--- config.mk ---
export PLATFORM = sky130hd
export DESIGN_NAME = vsldu_top
export DESIGN_NICKNAME = d
export VERILOG_FILES = /design/src/logic/vsldu_pkg.sv /design/src/logic/vsldu_spill_reg.sv /design/src/logic/vsldu_ctrl.sv /design/src/logic/vsldu_shifter.sv /design/src/logic/vsldu_top.sv
export VERILOG_INCLUDE_DIRS = /design/src /design/src/logic
export SDC_FILE = /design/constraint.sdc
export NUM_CORES = 1
export LEC_CHECK = 0
export BUFFER_PORTS_ARGS = -buffer_cell sky130_fd_sc_hd__buf_2
export CORE_MARGIN = 2
export CORE_UTILIZATION = 50
export DETAILED_ROUTE_END_ITERATION = 6
export PLACE_DENSITY_LB_ADDON = 0.05
export SLEW_MARGIN = 15
export SYNTH_ARGS = -nofsm -noshare
export SYNTH_HDL_FRONTEND = slang
export SYNTH_HIERARCHICAL = 1
export SYNTH_SLANG_ARGS = --single-unit
--- constraint.sdc ---
create_clock -name clk_i -period 13.2 [get_ports clk_i]
set_input_delay 1.32 -clock clk_i [delete_from_list [all_inputs] [get_ports clk_i]]
set_output_delay 1.32 -clock clk_i [all_outputs]
set_load 0.05 [all_outputs]
--- src/logic/vsldu_settings.svh ---
//////////////////////////////////////////////////
// Geometry and width macros for the slide unit
// Include before the package and in every module
//////////////////////////////////////////////////

`ifndef VSLDU_SETTINGS_SVH
`define VSLDU_SETTINGS_SVH

// VRF word and register shape
`define VSLDU_VRF_WORD_BYTES 8
`define VSLDU_BYTE_IDX_W 3
`define VSLDU_NR_VREGS 32
`define VSLDU_WORDS_PER_VREG 4
`define VSLDU_WORD_IDX_W 2
`define VSLDU_MAXVL_BYTES (`VSLDU_VRF_WORD_BYTES * `VSLDU_WORDS_PER_VREG)

// Field widths
`define VSLDU_VLEN_W 8
`define VSLDU_ID_W 3
`define VSLDU_ELEN 32

`endif

--- src/logic/vsldu_pkg.sv ---
//////////////////////////////////////////////////
// Shared types of the slide unit, referred to
// by scoped names from the modules
//////////////////////////////////////////////////

`default_nettype none

`include "vsldu_settings.svh"

package vsldu_pkg;

  typedef enum logic {
    OP_SLIDE_UP   = 1'b0,
    OP_SLIDE_DOWN = 1'b1
  } sld_op_e;

  // Element width code, also the byte shift
  typedef enum logic [1:0] {
    EW_8  = 2'd0,
    EW_16 = 2'd1,
    EW_32 = 2'd2
  } vsew_e;

  typedef logic [$clog2(`VSLDU_NR_VREGS)-1:0] vreg_idx_t;
  typedef logic [$clog2(`VSLDU_NR_VREGS)+`VSLDU_WORD_IDX_W-1:0] vrf_addr_t;
  typedef logic [8*`VSLDU_VRF_WORD_BYTES-1:0] vrf_data_t;
  typedef logic [`VSLDU_VRF_WORD_BYTES-1:0] vrf_be_t;
  typedef logic [`VSLDU_VLEN_W-1:0] vlen_t;
  typedef logic [`VSLDU_ID_W-1:0] sld_id_t;

  // Request as seen on the port, counts in elements
  typedef struct packed {
    sld_op_e                 op;
    vsew_e                   vsew;
    vlen_t                   vl;
    vlen_t                   vstart;
    logic [`VSLDU_ELEN-1:0]  amount;
    vreg_idx_t               vs2;
    vreg_idx_t               vd;
    sld_id_t                 id;
  } sld_req_t;

  typedef struct packed {
    vrf_addr_t waddr;
    vrf_data_t wdata;
    vrf_be_t   wbe;
  } vrf_wreq_t;

endpackage

`default_nettype wire

--- src/logic/vsldu_spill_reg.sv ---
//////////////////////////////////////////////////
// Two-entry valid/ready register for any payload
// Shows the oldest entry and the waiting one
//////////////////////////////////////////////////

`timescale 1ns/1ps
`default_nettype none

`include "vsldu_settings.svh"

module vsldu_spill_reg #(
  parameter type T = logic
) (
  input  logic clk_i,
  input  logic reset_i,
  input  T     data_i,
  input  logic valid_i,
  output logic ready_o,
  output T     data_o,
  output logic valid_o,
  output T     data_queue_o,
  output logic valid_queue_o,
  input  logic ready_i
);

  T     head_q, tail_q;
  logic head_full_q, tail_full_q;
  logic push, pop;

  assign ready_o       = !tail_full_q;
  assign data_o        = head_q;
  assign valid_o       = head_full_q;
  assign data_queue_o  = tail_q;
  assign valid_queue_o = tail_full_q;

  assign push = valid_i && ready_o;
  assign pop  = head_full_q && ready_i;

  // Slot flags
  always_ff @(posedge clk_i) begin
    if (reset_i) begin
      head_full_q <= 1'b0;
      tail_full_q <= 1'b0;
    end else if (pop) begin
      head_full_q <= tail_full_q || push;
      tail_full_q <= tail_full_q && push;
    end else if (push) begin
      head_full_q <= 1'b1;
      tail_full_q <= head_full_q;
    end
  end

  // Payload moves forward on pop, new data fills the first free slot
  always_ff @(posedge clk_i) begin
    if (pop) begin
      if (tail_full_q) begin
        head_q <= tail_q;
        if (push) tail_q <= data_i;
      end else if (push) begin
        head_q <= data_i;
      end
    end else if (push) begin
      if (head_full_q) tail_q <= data_i;
      else head_q <= data_i;
    end
  end

endmodule

`default_nettype wire

--- src/logic/vsldu_ctrl.sv ---
//////////////////////////////////////////////////
// Slide control: byte counter, read and write
// addresses and the completion response
//////////////////////////////////////////////////

`timescale 1ns/1ps
`default_nettype none

`include "vsldu_settings.svh"

module vsldu_ctrl (
  input  logic                  clk_i,
  input  logic                  reset_i,
  input  vsldu_pkg::sld_req_t   req_i,
  input  logic                  req_valid_i,
  input  vsldu_pkg::sld_req_t   cur_req_i,
  input  logic                  cur_valid_i,
  input  vsldu_pkg::sld_req_t   queue_req_i,
  input  logic                  queue_valid_i,
  input  logic                  vrf_rvalid_i,
  input  logic                  wreq_ready_i,
  input  logic                  vrf_wvalid_i,
  output logic                  done_o,
  output vsldu_pkg::vlen_t      offset_o,
  output vsldu_pkg::vlen_t      offset_next_o,
  output vsldu_pkg::vlen_t      counter_o,
  output vsldu_pkg::vlen_t      delta_o,
  output logic                  first_o,
  output logic                  last_o,
  output logic                  advance_o,
  output logic                  prefetch_o,
  output logic                  finished_o,
  output vsldu_pkg::vrf_addr_t  vrf_raddr_o,
  output logic                  vrf_re_o,
  output logic                  wreq_valid_o,
  output vsldu_pkg::vrf_addr_t  waddr_o,
  output logic                  rsp_valid_o,
  output vsldu_pkg::sld_id_t    rsp_id_o
);

  localparam int BW = `VSLDU_BYTE_IDX_W;
  localparam int VW = `VSLDU_VLEN_W;

  typedef enum logic {
    RSP_RUNNING,
    RSP_WAIT_ACK
  } rsp_state_e;

  vsldu_pkg::sld_req_t     init_req;
  logic [`VSLDU_ELEN+1:0]  amount_wide;
  vsldu_pkg::vlen_t        init_vl, init_vstart, init_amount;
  vsldu_pkg::vlen_t        vl_q, offset_q, offset_d, counter_q, counter_d;
  vsldu_pkg::vlen_t        remaining, word_room, delta;
  vsldu_pkg::vrf_addr_t    rd_word, wr_word, amount_word;
  vsldu_pkg::sld_id_t      id_q;
  rsp_state_e              state_q;
  logic                    new_req, is_up, prefetch_q, first_q;
  logic                    last, advance, finished, hold, rsp_fire;
  logic [1:0]              wcnt_q;
  logic                    wpop, pos_q;

  //////////////////////////////////////////////////
  // Request normalisation, elements to bytes
  //////////////////////////////////////////////////

  always_comb begin
    // The waiting entry is always older than the port
    init_req    = queue_valid_i ? queue_req_i : req_i;
    init_vl     = init_req.vl << init_req.vsew;
    init_vstart = init_req.vstart << init_req.vsew;
    amount_wide = {2'b00, init_req.amount} << init_req.vsew;
    init_amount = (amount_wide > `VSLDU_MAXVL_BYTES) ? VW'(`VSLDU_MAXVL_BYTES)
                                                     : amount_wide[VW-1:0];
  end

  assign new_req  = done_o && (queue_valid_i || req_valid_i);
  assign offset_d = new_req ? init_amount : offset_q;

  //////////////////////////////////////////////////
  // Byte counter and word flags
  //////////////////////////////////////////////////

  assign is_up     = cur_req_i.op == vsldu_pkg::OP_SLIDE_UP;
  assign remaining = vl_q - counter_q;
  assign word_room = VW'(`VSLDU_VRF_WORD_BYTES) - {{(VW-BW){1'b0}}, counter_q[BW-1:0]};
  assign last      = cur_valid_i && !prefetch_q && (remaining <= word_room);
  assign delta     = last ? remaining : word_room;

  // A second last write waits until the pending response goes out
  assign rsp_fire = (state_q == RSP_WAIT_ACK) && wpop && !pos_q;
  assign hold     = last && (state_q == RSP_WAIT_ACK) && !rsp_fire;

  assign vrf_re_o     = cur_valid_i && (prefetch_q || (wreq_ready_i && !hold));
  assign wreq_valid_o = vrf_re_o && vrf_rvalid_i && !prefetch_q;
  assign advance      = wreq_valid_o && wreq_ready_i;
  assign finished     = last && advance;
  assign done_o       = !cur_valid_i || finished;

  always_comb begin
    counter_d = counter_q;
    if (new_req) begin
      // Slide-up never writes below the amount
      if (init_req.op == vsldu_pkg::OP_SLIDE_UP && init_vstart < init_amount)
        counter_d = init_amount;
      else
        counter_d = init_vstart;
    end else if (advance) begin
      counter_d = counter_q + delta;
    end
  end

  always_ff @(posedge clk_i) begin
    if (reset_i) begin
      vl_q       <= '0;
      offset_q   <= '0;
      counter_q  <= '0;
      prefetch_q <= 1'b0;
      first_q    <= 1'b0;
    end else begin
      offset_q  <= offset_d;
      counter_q <= counter_d;
      if (new_req) begin
        vl_q       <= init_vl;
        first_q    <= 1'b1;
        prefetch_q <= (init_req.op == vsldu_pkg::OP_SLIDE_UP) ?
                      (init_vstart >= VW'(`VSLDU_VRF_WORD_BYTES)) : 1'b1;
      end else begin
        if (prefetch_q && vrf_re_o && vrf_rvalid_i) prefetch_q <= 1'b0;
        if (advance) first_q <= 1'b0;
      end
    end
  end

  //////////////////////////////////////////////////
  // Address generation
  //////////////////////////////////////////////////

  always_comb begin
    wr_word     = vsldu_pkg::vrf_addr_t'(counter_q[VW-1:BW]);
    amount_word = vsldu_pkg::vrf_addr_t'(offset_q[VW-1:BW]);
    // Down reads ahead of the write word, up reads behind it
    if (is_up)
      rd_word = wr_word - amount_word - vsldu_pkg::vrf_addr_t'(prefetch_q);
    else
      rd_word = wr_word + amount_word + vsldu_pkg::vrf_addr_t'(!prefetch_q);
    vrf_raddr_o = {cur_req_i.vs2, `VSLDU_WORD_IDX_W'(0)} + rd_word;
    waddr_o     = {cur_req_i.vd, `VSLDU_WORD_IDX_W'(0)} + wr_word;
  end

  //////////////////////////////////////////////////
  // Completion response
  //////////////////////////////////////////////////

  // Entries held in the write register
  assign wpop = vrf_wvalid_i && (wcnt_q != 2'd0);

  always_ff @(posedge clk_i) begin
    if (reset_i) begin
      state_q <= RSP_RUNNING;
      wcnt_q  <= 2'd0;
      pos_q   <= 1'b0;
      id_q    <= '0;
    end else begin
      wcnt_q <= wcnt_q + {1'b0, advance} - {1'b0, wpop};
      if (finished) begin
        state_q <= RSP_WAIT_ACK;
        id_q    <= cur_req_i.id;
        // Writes still ahead of this last one
        pos_q   <= (wcnt_q - {1'b0, wpop}) != 2'd0;
      end else if (state_q == RSP_WAIT_ACK && wpop) begin
        if (pos_q) pos_q <= 1'b0;
        else state_q <= RSP_RUNNING;
      end
    end
  end

  assign rsp_valid_o = rsp_fire;
  assign rsp_id_o    = id_q;

  assign offset_o      = offset_q;
  assign offset_next_o = offset_d;
  assign counter_o     = counter_q;
  assign delta_o       = delta;
  assign first_o       = first_q && cur_valid_i && !prefetch_q;
  assign last_o        = last;
  assign advance_o     = advance;
  assign prefetch_o    = prefetch_q;
  assign finished_o    = finished;

endmodule

`default_nettype wire

--- src/logic/vsldu_shifter.sv ---
//////////////////////////////////////////////////
// Byte slider: splits each read word at the slide
// offset and merges it with the overflow of the last
//////////////////////////////////////////////////

`timescale 1ns/1ps
`default_nettype none

`include "vsldu_settings.svh"

module vsldu_shifter (
  input  logic                 clk_i,
  input  logic                 reset_i,
  input  vsldu_pkg::sld_op_e   op_i,
  input  vsldu_pkg::vlen_t     offset_i,
  input  vsldu_pkg::vlen_t     offset_next_i,
  input  vsldu_pkg::vlen_t     counter_i,
  input  vsldu_pkg::vlen_t     delta_i,
  input  logic                 first_i,
  input  logic                 last_i,
  input  logic                 advance_i,
  input  logic                 prefetch_i,
  input  logic                 finished_i,
  input  vsldu_pkg::vrf_data_t rdata_i,
  output vsldu_pkg::vrf_data_t wdata_o,
  output vsldu_pkg::vrf_be_t   wbe_o
);

  localparam int NB = `VSLDU_VRF_WORD_BYTES;
  localparam int BW = `VSLDU_BYTE_IDX_W;
  localparam int VW = `VSLDU_VLEN_W;

  vsldu_pkg::vrf_data_t flipped, data_in, data_high, data_low, data_out, out_flip;
  vsldu_pkg::vrf_data_t overflow_q;
  logic [BW-1:0]        off_q;
  logic [BW:0]          flip_q;
  logic [VW-BW:0]       rd_word;
  logic                 is_up;

  // In-word offsets, registered one cycle ahead of use
  always_ff @(posedge clk_i) begin
    if (reset_i) begin
      off_q  <= '0;
      flip_q <= (BW+1)'(NB);
    end else begin
      off_q  <= offset_next_i[BW-1:0];
      flip_q <= (BW+1)'(NB) - {1'b0, offset_next_i[BW-1:0]};
    end
  end

  always_comb begin
    is_up   = op_i == vsldu_pkg::OP_SLIDE_UP;
    rd_word = {1'b0, counter_i[VW-1:BW]} + {1'b0, offset_i[VW-1:BW]}
              + {{(VW-BW){1'b0}}, !prefetch_i};

    // Slide-up runs as a slide-down on the mirrored word
    for (int b = 0; b < NB; b++)
      flipped[(NB-1-b)*8 +: 8] = rdata_i[b*8 +: 8];
    data_in = is_up ? flipped : rdata_i;

    // Source words past MAXVL read as zero
    if (!is_up && rd_word >= `VSLDU_WORDS_PER_VREG)
      data_in = '0;

    data_high = data_in >> (8 * off_q);
    data_low  = data_in << (8 * flip_q);
    data_out  = (is_up ? data_high : data_low) | overflow_q;

    for (int b = 0; b < NB; b++)
      out_flip[(NB-1-b)*8 +: 8] = data_out[b*8 +: 8];
    wdata_o = is_up ? out_flip : data_out;
  end

  // Byte enables
  always_comb begin
    for (int i = 0; i < NB; i++) begin
      wbe_o[i] = (i >= counter_i[BW-1:0]) &&
                 (!last_i || i < (int'(counter_i[BW-1:0]) + int'(delta_i)));
      // First up word holds nothing below the slide offset
      if (first_i && is_up && counter_i[VW-1:BW] == offset_i[VW-1:BW] &&
          i < offset_i[BW-1:0])
        wbe_o[i] = 1'b0;
    end
  end

  always_ff @(posedge clk_i) begin
    if (reset_i) begin
      overflow_q <= '0;
    end else if (finished_i) begin
      overflow_q <= '0;
    end else if (advance_i || prefetch_i) begin
      overflow_q <= is_up ? data_low : data_high;
    end
  end

endmodule

`default_nettype wire

--- src/logic/vsldu_top.sv ---
//////////////////////////////////////////////////
// Vector slide unit top: request queue, control,
// shifter and VRF write register
//////////////////////////////////////////////////

`timescale 1ns/1ps
`default_nettype none

`include "vsldu_settings.svh"

module vsldu_top (
  input  logic                  clk_i,
  input  logic                  reset_i,
  input  vsldu_pkg::sld_req_t   req_i,
  input  logic                  req_valid_i,
  output logic                  req_ready_o,
  output logic                  rsp_valid_o,
  output vsldu_pkg::sld_id_t    rsp_id_o,
  output vsldu_pkg::vrf_addr_t  vrf_raddr_o,
  output logic                  vrf_re_o,
  input  vsldu_pkg::vrf_data_t  vrf_rdata_i,
  input  logic                  vrf_rvalid_i,
  output vsldu_pkg::vrf_addr_t  vrf_waddr_o,
  output vsldu_pkg::vrf_data_t  vrf_wdata_o,
  output vsldu_pkg::vrf_be_t    vrf_wbe_o,
  output logic                  vrf_we_o,
  input  logic                  vrf_wvalid_i
);

  vsldu_pkg::sld_req_t  cur_req, queue_req;
  logic                 cur_valid, queue_valid, done;
  vsldu_pkg::vlen_t     offset, offset_next, counter, delta;
  logic                 first, last, advance, prefetch, finished;
  vsldu_pkg::vrf_addr_t waddr;
  vsldu_pkg::vrf_data_t wdata;
  vsldu_pkg::vrf_be_t   wbe;
  vsldu_pkg::vrf_wreq_t wreq, wreq_q;
  logic                 wreq_valid, wreq_ready;

  //////////////////////////////////////////////////
  // Request queue
  //////////////////////////////////////////////////

  vsldu_spill_reg #(.T(vsldu_pkg::sld_req_t)) i_req_queue (
    .clk_i         (clk_i),
    .reset_i       (reset_i),
    .data_i        (req_i),
    .valid_i       (req_valid_i),
    .ready_o       (req_ready_o),
    .data_o        (cur_req),
    .valid_o       (cur_valid),
    .data_queue_o  (queue_req),
    .valid_queue_o (queue_valid),
    .ready_i       (done)
  );

  vsldu_ctrl i_ctrl (
    .clk_i         (clk_i),
    .reset_i       (reset_i),
    .req_i         (req_i),
    .req_valid_i   (req_valid_i),
    .cur_req_i     (cur_req),
    .cur_valid_i   (cur_valid),
    .queue_req_i   (queue_req),
    .queue_valid_i (queue_valid),
    .vrf_rvalid_i  (vrf_rvalid_i),
    .wreq_ready_i  (wreq_ready),
    .vrf_wvalid_i  (vrf_wvalid_i),
    .done_o        (done),
    .offset_o      (offset),
    .offset_next_o (offset_next),
    .counter_o     (counter),
    .delta_o       (delta),
    .first_o       (first),
    .last_o        (last),
    .advance_o     (advance),
    .prefetch_o    (prefetch),
    .finished_o    (finished),
    .vrf_raddr_o   (vrf_raddr_o),
    .vrf_re_o      (vrf_re_o),
    .wreq_valid_o  (wreq_valid),
    .waddr_o       (waddr),
    .rsp_valid_o   (rsp_valid_o),
    .rsp_id_o      (rsp_id_o)
  );

  vsldu_shifter i_shifter (
    .clk_i         (clk_i),
    .reset_i       (reset_i),
    .op_i          (cur_req.op),
    .offset_i      (offset),
    .offset_next_i (offset_next),
    .counter_i     (counter),
    .delta_i       (delta),
    .first_i       (first),
    .last_i        (last),
    .advance_i     (advance),
    .prefetch_i    (prefetch),
    .finished_i    (finished),
    .rdata_i       (vrf_rdata_i),
    .wdata_o       (wdata),
    .wbe_o         (wbe)
  );

  //////////////////////////////////////////////////
  // VRF write register
  //////////////////////////////////////////////////

  assign wreq.waddr = waddr;
  assign wreq.wdata = wdata;
  assign wreq.wbe   = wbe;

  vsldu_spill_reg #(.T(vsldu_pkg::vrf_wreq_t)) i_wreq_reg (
    .clk_i         (clk_i),
    .reset_i       (reset_i),
    .data_i        (wreq),
    .valid_i       (wreq_valid),
    .ready_o       (wreq_ready),
    .data_o        (wreq_q),
    .valid_o       (vrf_we_o),
    .data_queue_o  (),
    .valid_queue_o (),
    .ready_i       (vrf_wvalid_i)
  );

  assign vrf_waddr_o = wreq_q.waddr;
  assign vrf_wdata_o = wreq_q.wdata;
  assign vrf_wbe_o   = wreq_q.wbe;

endmodule

`default_nettype wire

# Word-level counts from Yosys, hierarchy flattened

Index checks and enable logic that the tools add are counted.

Bits in registers: 341
Bits in latches: 0
Memory bits (writable): 0
ROM bits: 0
Bits of input ports: 133
Output and inout bits: 93
Logic and storage cells: 229
Memories kept: 0

Add/sub/neg operators: 16
Multipliers: 0
Divide/modulo/power cells: 0
Magnitude comparators: 27
Eq/ne operators: 8
Shift operators: 5
Mux-type cells: 56
Bitwise gates (word level): 3
Reductions and logical operators: 80

Operators by type and width:

| kind                                                                                | number |
|---|---|
| 64-bit two-way mux                                                                  | 15 |
| 79-bit two-way mux                                                                  | 9 |
| 4-bit by 32-bit < comparator with 1-bit output, first input constant                | 4 |
| 3-bit by 32-bit < comparator with 1-bit output, first input constant                | 2 |
| 64-bit bitwise OR                                                                   | 1 |
| 64-bit by 7-bit left shift with 64-bit output                                       | 1 |
| 64-bit by 6-bit >> shifter with 64-bit output                                       | 1 |
| 1-bit logical AND                                                                   | 41 |
| 8-bit two-way mux                                                                   | 5 |
| 34-bit by 6-bit > comparator with 1-bit output, second input constant               | 1 |
| 32-bit by 2-bit left shift with 34-bit output                                       | 1 |
| 1-bit by 32-bit < comparator with 1-bit output, first input constant                | 1 |
| 2-bit by 32-bit < comparator with 1-bit output, first input constant                | 1 |
| 1-bit two-way mux                                                                   | 25 |
| 2-bit nonzero test                                                                  | 11 |
| 8-bit by 2-bit left shift with 8-bit output                                         | 2 |
| 1-bit logical OR                                                                    | 14 |
| 5-bit by 5-bit adder with 6-bit output                                              | 2 |
| 3-bit by 8-bit adder with 9-bit output                                              | 1 |
| 3-bit greater-or-equal comparator, first input constant                             | 3 |
| 3-bit < comparator, first input constant                                            | 3 |
| 8-bit adder                                                                         | 1 |
| 8-bit by 4-bit greater-or-equal comparator with 1-bit output, second input constant | 1 |
| 8-bit <= comparator                                                                 | 1 |
| other kinds (28)                                                                    | 48 |

# Longest topological paths before layout

Word-level depth: 18
Gate-level depth with buffers: 24
Mapped depth without buffers: 23

# Modules after synthesis

Netlist, hierarchy kept.

Modules (own cells, without submodules):

| module                        | times used | cells each | area each (um^2) | seq. area each (um^2) |
|---|---|---|---|---|
| vsldu_shifter                 | 1          | 1222       | 9774.4           | 1401.3 |
| vsldu_spill_reg (i_wreq_reg)  | 1          | 259        | 5825.6           | 4784.6 |
| vsldu_ctrl                    | 1          | 698        | 5422.7           | 660.6 |
| vsldu_spill_reg (i_req_queue) | 1          | 212        | 4754.6           | 3883.7 |

# Worst setup path after synthesis

No wires, ideal clock.

Kind: reg2reg
From: reg i_ctrl.counter_q[1], in the netlist i_ctrl/counter_o[1]
To: reg i_wreq_reg.head_q (netlist bit i_wreq_reg/data_o[0]) (enable)
Library setup time: 542 ps
Arrival: 6621 ps
Data required time: 12658 ps
Slack: 6036 ps
Stages on the path, launching flop included: 17
Path buffers: 1
Period minus slack after synthesis: 7164 ps
Cells stage by stage: dfxtp_1 inv_1 ha_1 nor2b_1 o21a_1 nor2_1 xnor2_1 ha_1 nand3_1 nor2_1 a21oi_1 and3b_1 clkbuf_1 a31o_2 inv_1 nand2_1 a21oi_1

Longest elaborated chain between the ends: 14
Elaborated cells on any way between the ends: 16
Those cells by class: add/sub (2); order compare (1); reduce/logical (13)

Ends and longest elaborated chain:

| what                                                                            | RTL line                           | RTL |
|---|---|---|
| from (decl)                                                                     | vsldu_ctrl.sv:52                   | `vsldu_pkg::vlen_t vl_q, offset_q, offset_d, counter_q, counter_d;` |
| from (signal assigned)                                                          | vsldu_ctrl.sv:121                  | `counter_q <= counter_d;` |
| 8-bit subtractor or 4-bit by 3-bit subtractor with 5-bit output (tied branches) | vsldu_ctrl.sv:84, vsldu_ctrl.sv:85 |  |
| 8-bit <= comparator *                                                           | vsldu_ctrl.sv:86                   | `assign last = cur_valid_i && !prefetch_q && (remaining <= word_room);` |
| 1-bit logical AND *                                                             | vsldu_ctrl.sv:86                   |  |
| 1-bit logical AND * (2 in series)                                               | vsldu_ctrl.sv:91                   | `assign hold = last && (state_q == RSP_WAIT_ACK) && !rsp_fire;` |
| 1-bit zero test *                                                               | vsldu_ctrl.sv:93                   | `assign vrf_re_o = cur_valid_i && (prefetch_q \|\| (wreq_ready_i && !hold));` |
| 1-bit logical AND *                                                             | vsldu_ctrl.sv:93                   |  |
| 1-bit logical OR *                                                              | vsldu_ctrl.sv:93                   |  |
| 1-bit logical AND *                                                             | vsldu_ctrl.sv:93                   |  |
| 1-bit logical AND * (2 in series)                                               | vsldu_ctrl.sv:94                   | `assign wreq_valid_o = vrf_re_o && vrf_rvalid_i && !prefetch_q;` |
| net wreq_valid                                                                  | vsldu_top.sv:38                    | `logic wreq_valid, wreq_ready;` |
| 1-bit logical AND *                                                             | vsldu_spill_reg.sv:36              | `assign push = valid_i && ready_o;` |
| 2-bit nonzero test (no line)                                                    | -                                  |  |
| 3-bit AND reduction (no line) *                                                 | -                                  |  |
| to (signal assigned)                                                            | vsldu_spill_reg.sv:57              | `head_q <= tail_q;` |
| to (signal assigned)                                                            | vsldu_spill_reg.sv:60              | `head_q <= data_i;` |
| to (signal assigned)                                                            | vsldu_spill_reg.sv:64              | `else head_q <= data_i;` |
| to (decl)                                                                       | vsldu_spill_reg.sv:26              | `T head_q, tail_q;` |

Mark *: on every way through the listed nets, which the timed path passes. The rest lies on a longest branch.
A chain may end at the register's enable or synchronous reset.

# Worst setup path after layout

From: reg i_ctrl.counter_q[3], in the netlist i_ctrl/counter_o[3]
To: out vrf_raddr_o[6]

Longest elaborated chain between the ends: 4
Elaborated cells on any way between the ends: 6
Those cells by class: add/sub (5); mux (1)

Ends and longest elaborated chain:

| what                                                                                                  | RTL line                             | RTL |
|---|---|---|
| 5-bit by 5-bit subtractor with 6-bit output or 5-bit by 5-bit adder with 6-bit output (tied branches) | vsldu_ctrl.sv:143, vsldu_ctrl.sv:145 |  |
| 7-bit by 1-bit subtractor with 7-bit output or 7-bit by 1-bit adder with 7-bit output (tied branches) | vsldu_ctrl.sv:143, vsldu_ctrl.sv:145 |  |
| 7-bit two-way mux *                                                                                   | vsldu_ctrl.sv:142                    | `if (is_up)` |
| 7-bit adder *                                                                                         | vsldu_ctrl.sv:146                    | `` vrf_raddr_o = {cur_req_i.vs2, `VSLDU_WORD_IDX_W'(0)} + rd_word; `` |
| to (decl)                                                                                             | vsldu_top.sv:19                      | `output vsldu_pkg::vrf_addr_t vrf_raddr_o,` |

Mark *: on every way between the ends. The rest lies on a longest branch, timed or not.

==> impl_metrics.tcl <==
set metrics [dict create \
    syn-cell-area_um2 23700 \
    post_cts_buffers 0 \
    internal_power_w 0.00216 \
    antenna_found_initial 1 \
    vias 20172 \
    netSwitchingFraction_pct 32.2 \
    dpl.hpwl_um 58200 \
    core_um2 46700 \
    hold_slack_ps 460 \
    cp-end-kind "output pin" \
    stdcell_count 3066 \
    tns_ps 0 \
    skew_ps 27.5 \
    crit_path_start "i_ctrl/counter_o[3]$_SDFFE_PP0P_" \
    required_ps 11880 \
    grt_overflow 0 \
    final.fill_count 4152 \
    avgSynthCellArea_um2 10.4 \
    grt_max_degree 70 \
    max_freq_mhz 177 \
    path_cells "inv_1 > ha_1 > inv_1 > fa_1 > inv_1 > ha_1 > xor2_1 > o21ai_0 > xnor2_1 > ha_1 > fa_1 > a21o_1 > a21oi_1 > xor2_1 > xnor2_1 > buf_2" \
    maxSlewViolCount 0 \
    initial_utilization_pct 50.7 \
    drt_first_pass_iters 7 \
    seqPwrFrac_pct 39.3 \
    dp.cells 2993 \
    synth_cells 2283 \
    fin_crit_ps 5660 \
    r2r_start "i_ctrl/counter_o[1]$_SDFFE_PP0P_" \
    path_buf_inv 4 \
    startpoint_type "flip-flop" \
    drive_gt1_share_pct 24.9 \
    h-tree-depth 2 \
    io_buffers 225 \
    clkLatencyLatePin_ps 580 \
    viasPerCell 6.58 \
    grt_pass1_wl_um 124000 \
    status "finished with violations" \
    grt_use_total_pct 33.1 \
    cts.clk_slew.worst_paths_ps 60 \
    ys_warn_count 6 \
    drv_cap 0 \
    cts.sinks 343 \
    drt-wirelength-per-cell_um 26.9 \
    p_leak_nw 9.71 \
    irDropWorstVdd_v 0.000141 \
    violations "DRC" \
    power_frac_comb_pct 25.3 \
    holdCritPathClass "reg -> reg" \
    fin_area_um2 26300 \
    dp_slack_ps 7650 \
    clockBufferDepth 3 \
    cts_tree "built" \
    drtIter0Drc 2115 \
    hold_buffers 0 \
    die_y_um 221 \
    crit_family "adder cells" \
    ioPinCount 226 \
    post-route-period-util_pct 42.9 \
    critPathSlowestCell "dfxtp_1" \
    p_sw_w 0.00103 \
    cts-root-buf "clkbuf_16" \
    dieArea_um2 49100 \
    place_area_um2 25000 \
    cts_buffers 39 \
    finish.net_count 2627 \
    hold_start "i_shifter/overflow_q[38]$_SDFFE_PP0P_" \
    rows 79 \
    drcViolationCount 11 \
    ant_nets 0 \
    tightest_slew_ps 1240 \
    arrival_ps 4340 \
    timing.slew.headroom_pct 16.8 \
    hold_viol 0 \
    crit_type "reg -> out" \
    max_stage_delay_ps 560 \
    area_growth_syn_to_layout_pct 11.2 \
    rsz0062_at_grt "false" \
    finalSetupViolations 0 \
    powerDensity_nw_per_um2 121 \
    cts-resized-gates 0 \
    place_congestion 1.00 \
    detail_route.wirelength_um 82500 \
    dieWidth_um 221 \
    finalWorstSetupSlack_ps 7540 \
    clkPwrFrac_pct 35.4 \
    crit_fanout 7 \
    first_global_vias 19829 \
]
-- tightest hold or removal path, cell delays in order (launching register included) --
cell and delay, ps:
dfxtp_1 320, nand2_1 60, nand2_1 40
-- cell type report --
class | instances | area (um2) | area share [%]
Clock buffer | 51 | 1070 | 4.08
Clock inverter | 21 | 256 | 0.975
Inverter | 66 | 248 | 0.942
Sequential cell | 343 | 9240 | 35.1
Antenna cell | 1 | 2.50 | 0.00952
Multi-Input combinational cell | 1717 | 13300 | 50.7
Tap cell | 607 | 759 | 2.89
Timing Repair Buffer | 260 | 1390 | 5.28
-- power by group through the flow --
stage          combinational (W)  clock [W]  sequential [W]
2_1_floorplan           0.000531          0         0.00129
3_3_place_gp            0.000777          0         0.00127
3_5_place_dp            0.000785          0         0.00127
4_1_cts                 0.000790    0.00115         0.00125
5_1_grt                 0.000861    0.00120         0.00126
6_report                0.000806    0.00113         0.00125
-- layout by cell type, fill, tap and decap left out, types with 14 or more instances in the layout --
cell,count
mux2_4,18
mux2i_1,123
a21oi_1,208
edfxtp_1,236
and2_1,15
buf_4,35
a21o_1,19
mux4_2,71
nor4_1,14
a22oi_1,24
nor3_1,50
o21ai_0,122
nand2_1,140
a31oi_1,16
dfxtp_1,103
nand2b_1,19
o22ai_1,15
mux2_2,150
clkbuf_16,41
inv_1,62
nand3_1,31
a211oi_1,54
ha_1,57
o21ai_1,27
buf_2,225
o21a_1,14
xnor2_1,20
a221oi_1,21
nor2_1,204
nor2b_1,23
-- final timing paths --
path / endpoint / slack (ps) / cells after the start
setup reg to reg: i_wreq_reg/data_o[1]$_DFFE_PP_ / 7660 / 19
hold / removal: i_shifter/overflow_q[38]$_SDFFE_PP0P_ / 460 / 2
hold reg to reg: i_shifter/overflow_q[38]$_SDFFE_PP0P_ / 460 / 2
setup / recovery: vrf_raddr_o[6] / 7540 / 16
-- state kept, by name (all words and copies together) (netlist names), 2 cells and up --
name and cells:
i_req_queue/data_o 14, i_ctrl/offset_o 8, i_wreq_reg/data_o 79, i_req_queue/data_queue_o 64, i_ctrl/wcnt_q 2, i_shifter/flip_q 3
i_shifter/overflow_q 64, i_ctrl/counter_o 8, i_wreq_reg/data_queue_o 79, i_ctrl/rsp_id_o 3, i_ctrl/vl_q 8, i_shifter/off_q 3
-- metal layers --
layer  GRT usage, %  share of wire, %
met2           56.2                49
met4           22.1               7.5
met1           38.9                38
met3           5.12               6.0
met5              0                 0
-- stage by stage --
step | utilization, % | power [W]
after floorplan | - | 0.00182
final | 56.4 | 0.00318
after global placement | 53.5 | 0.00205
after detailed placement | 53.5 | 0.00206
after global routing | 56.4 | 0.00331
after CTS | 56.4 | 0.00319
Note: power is estimated with default switching activity, not from simulation.
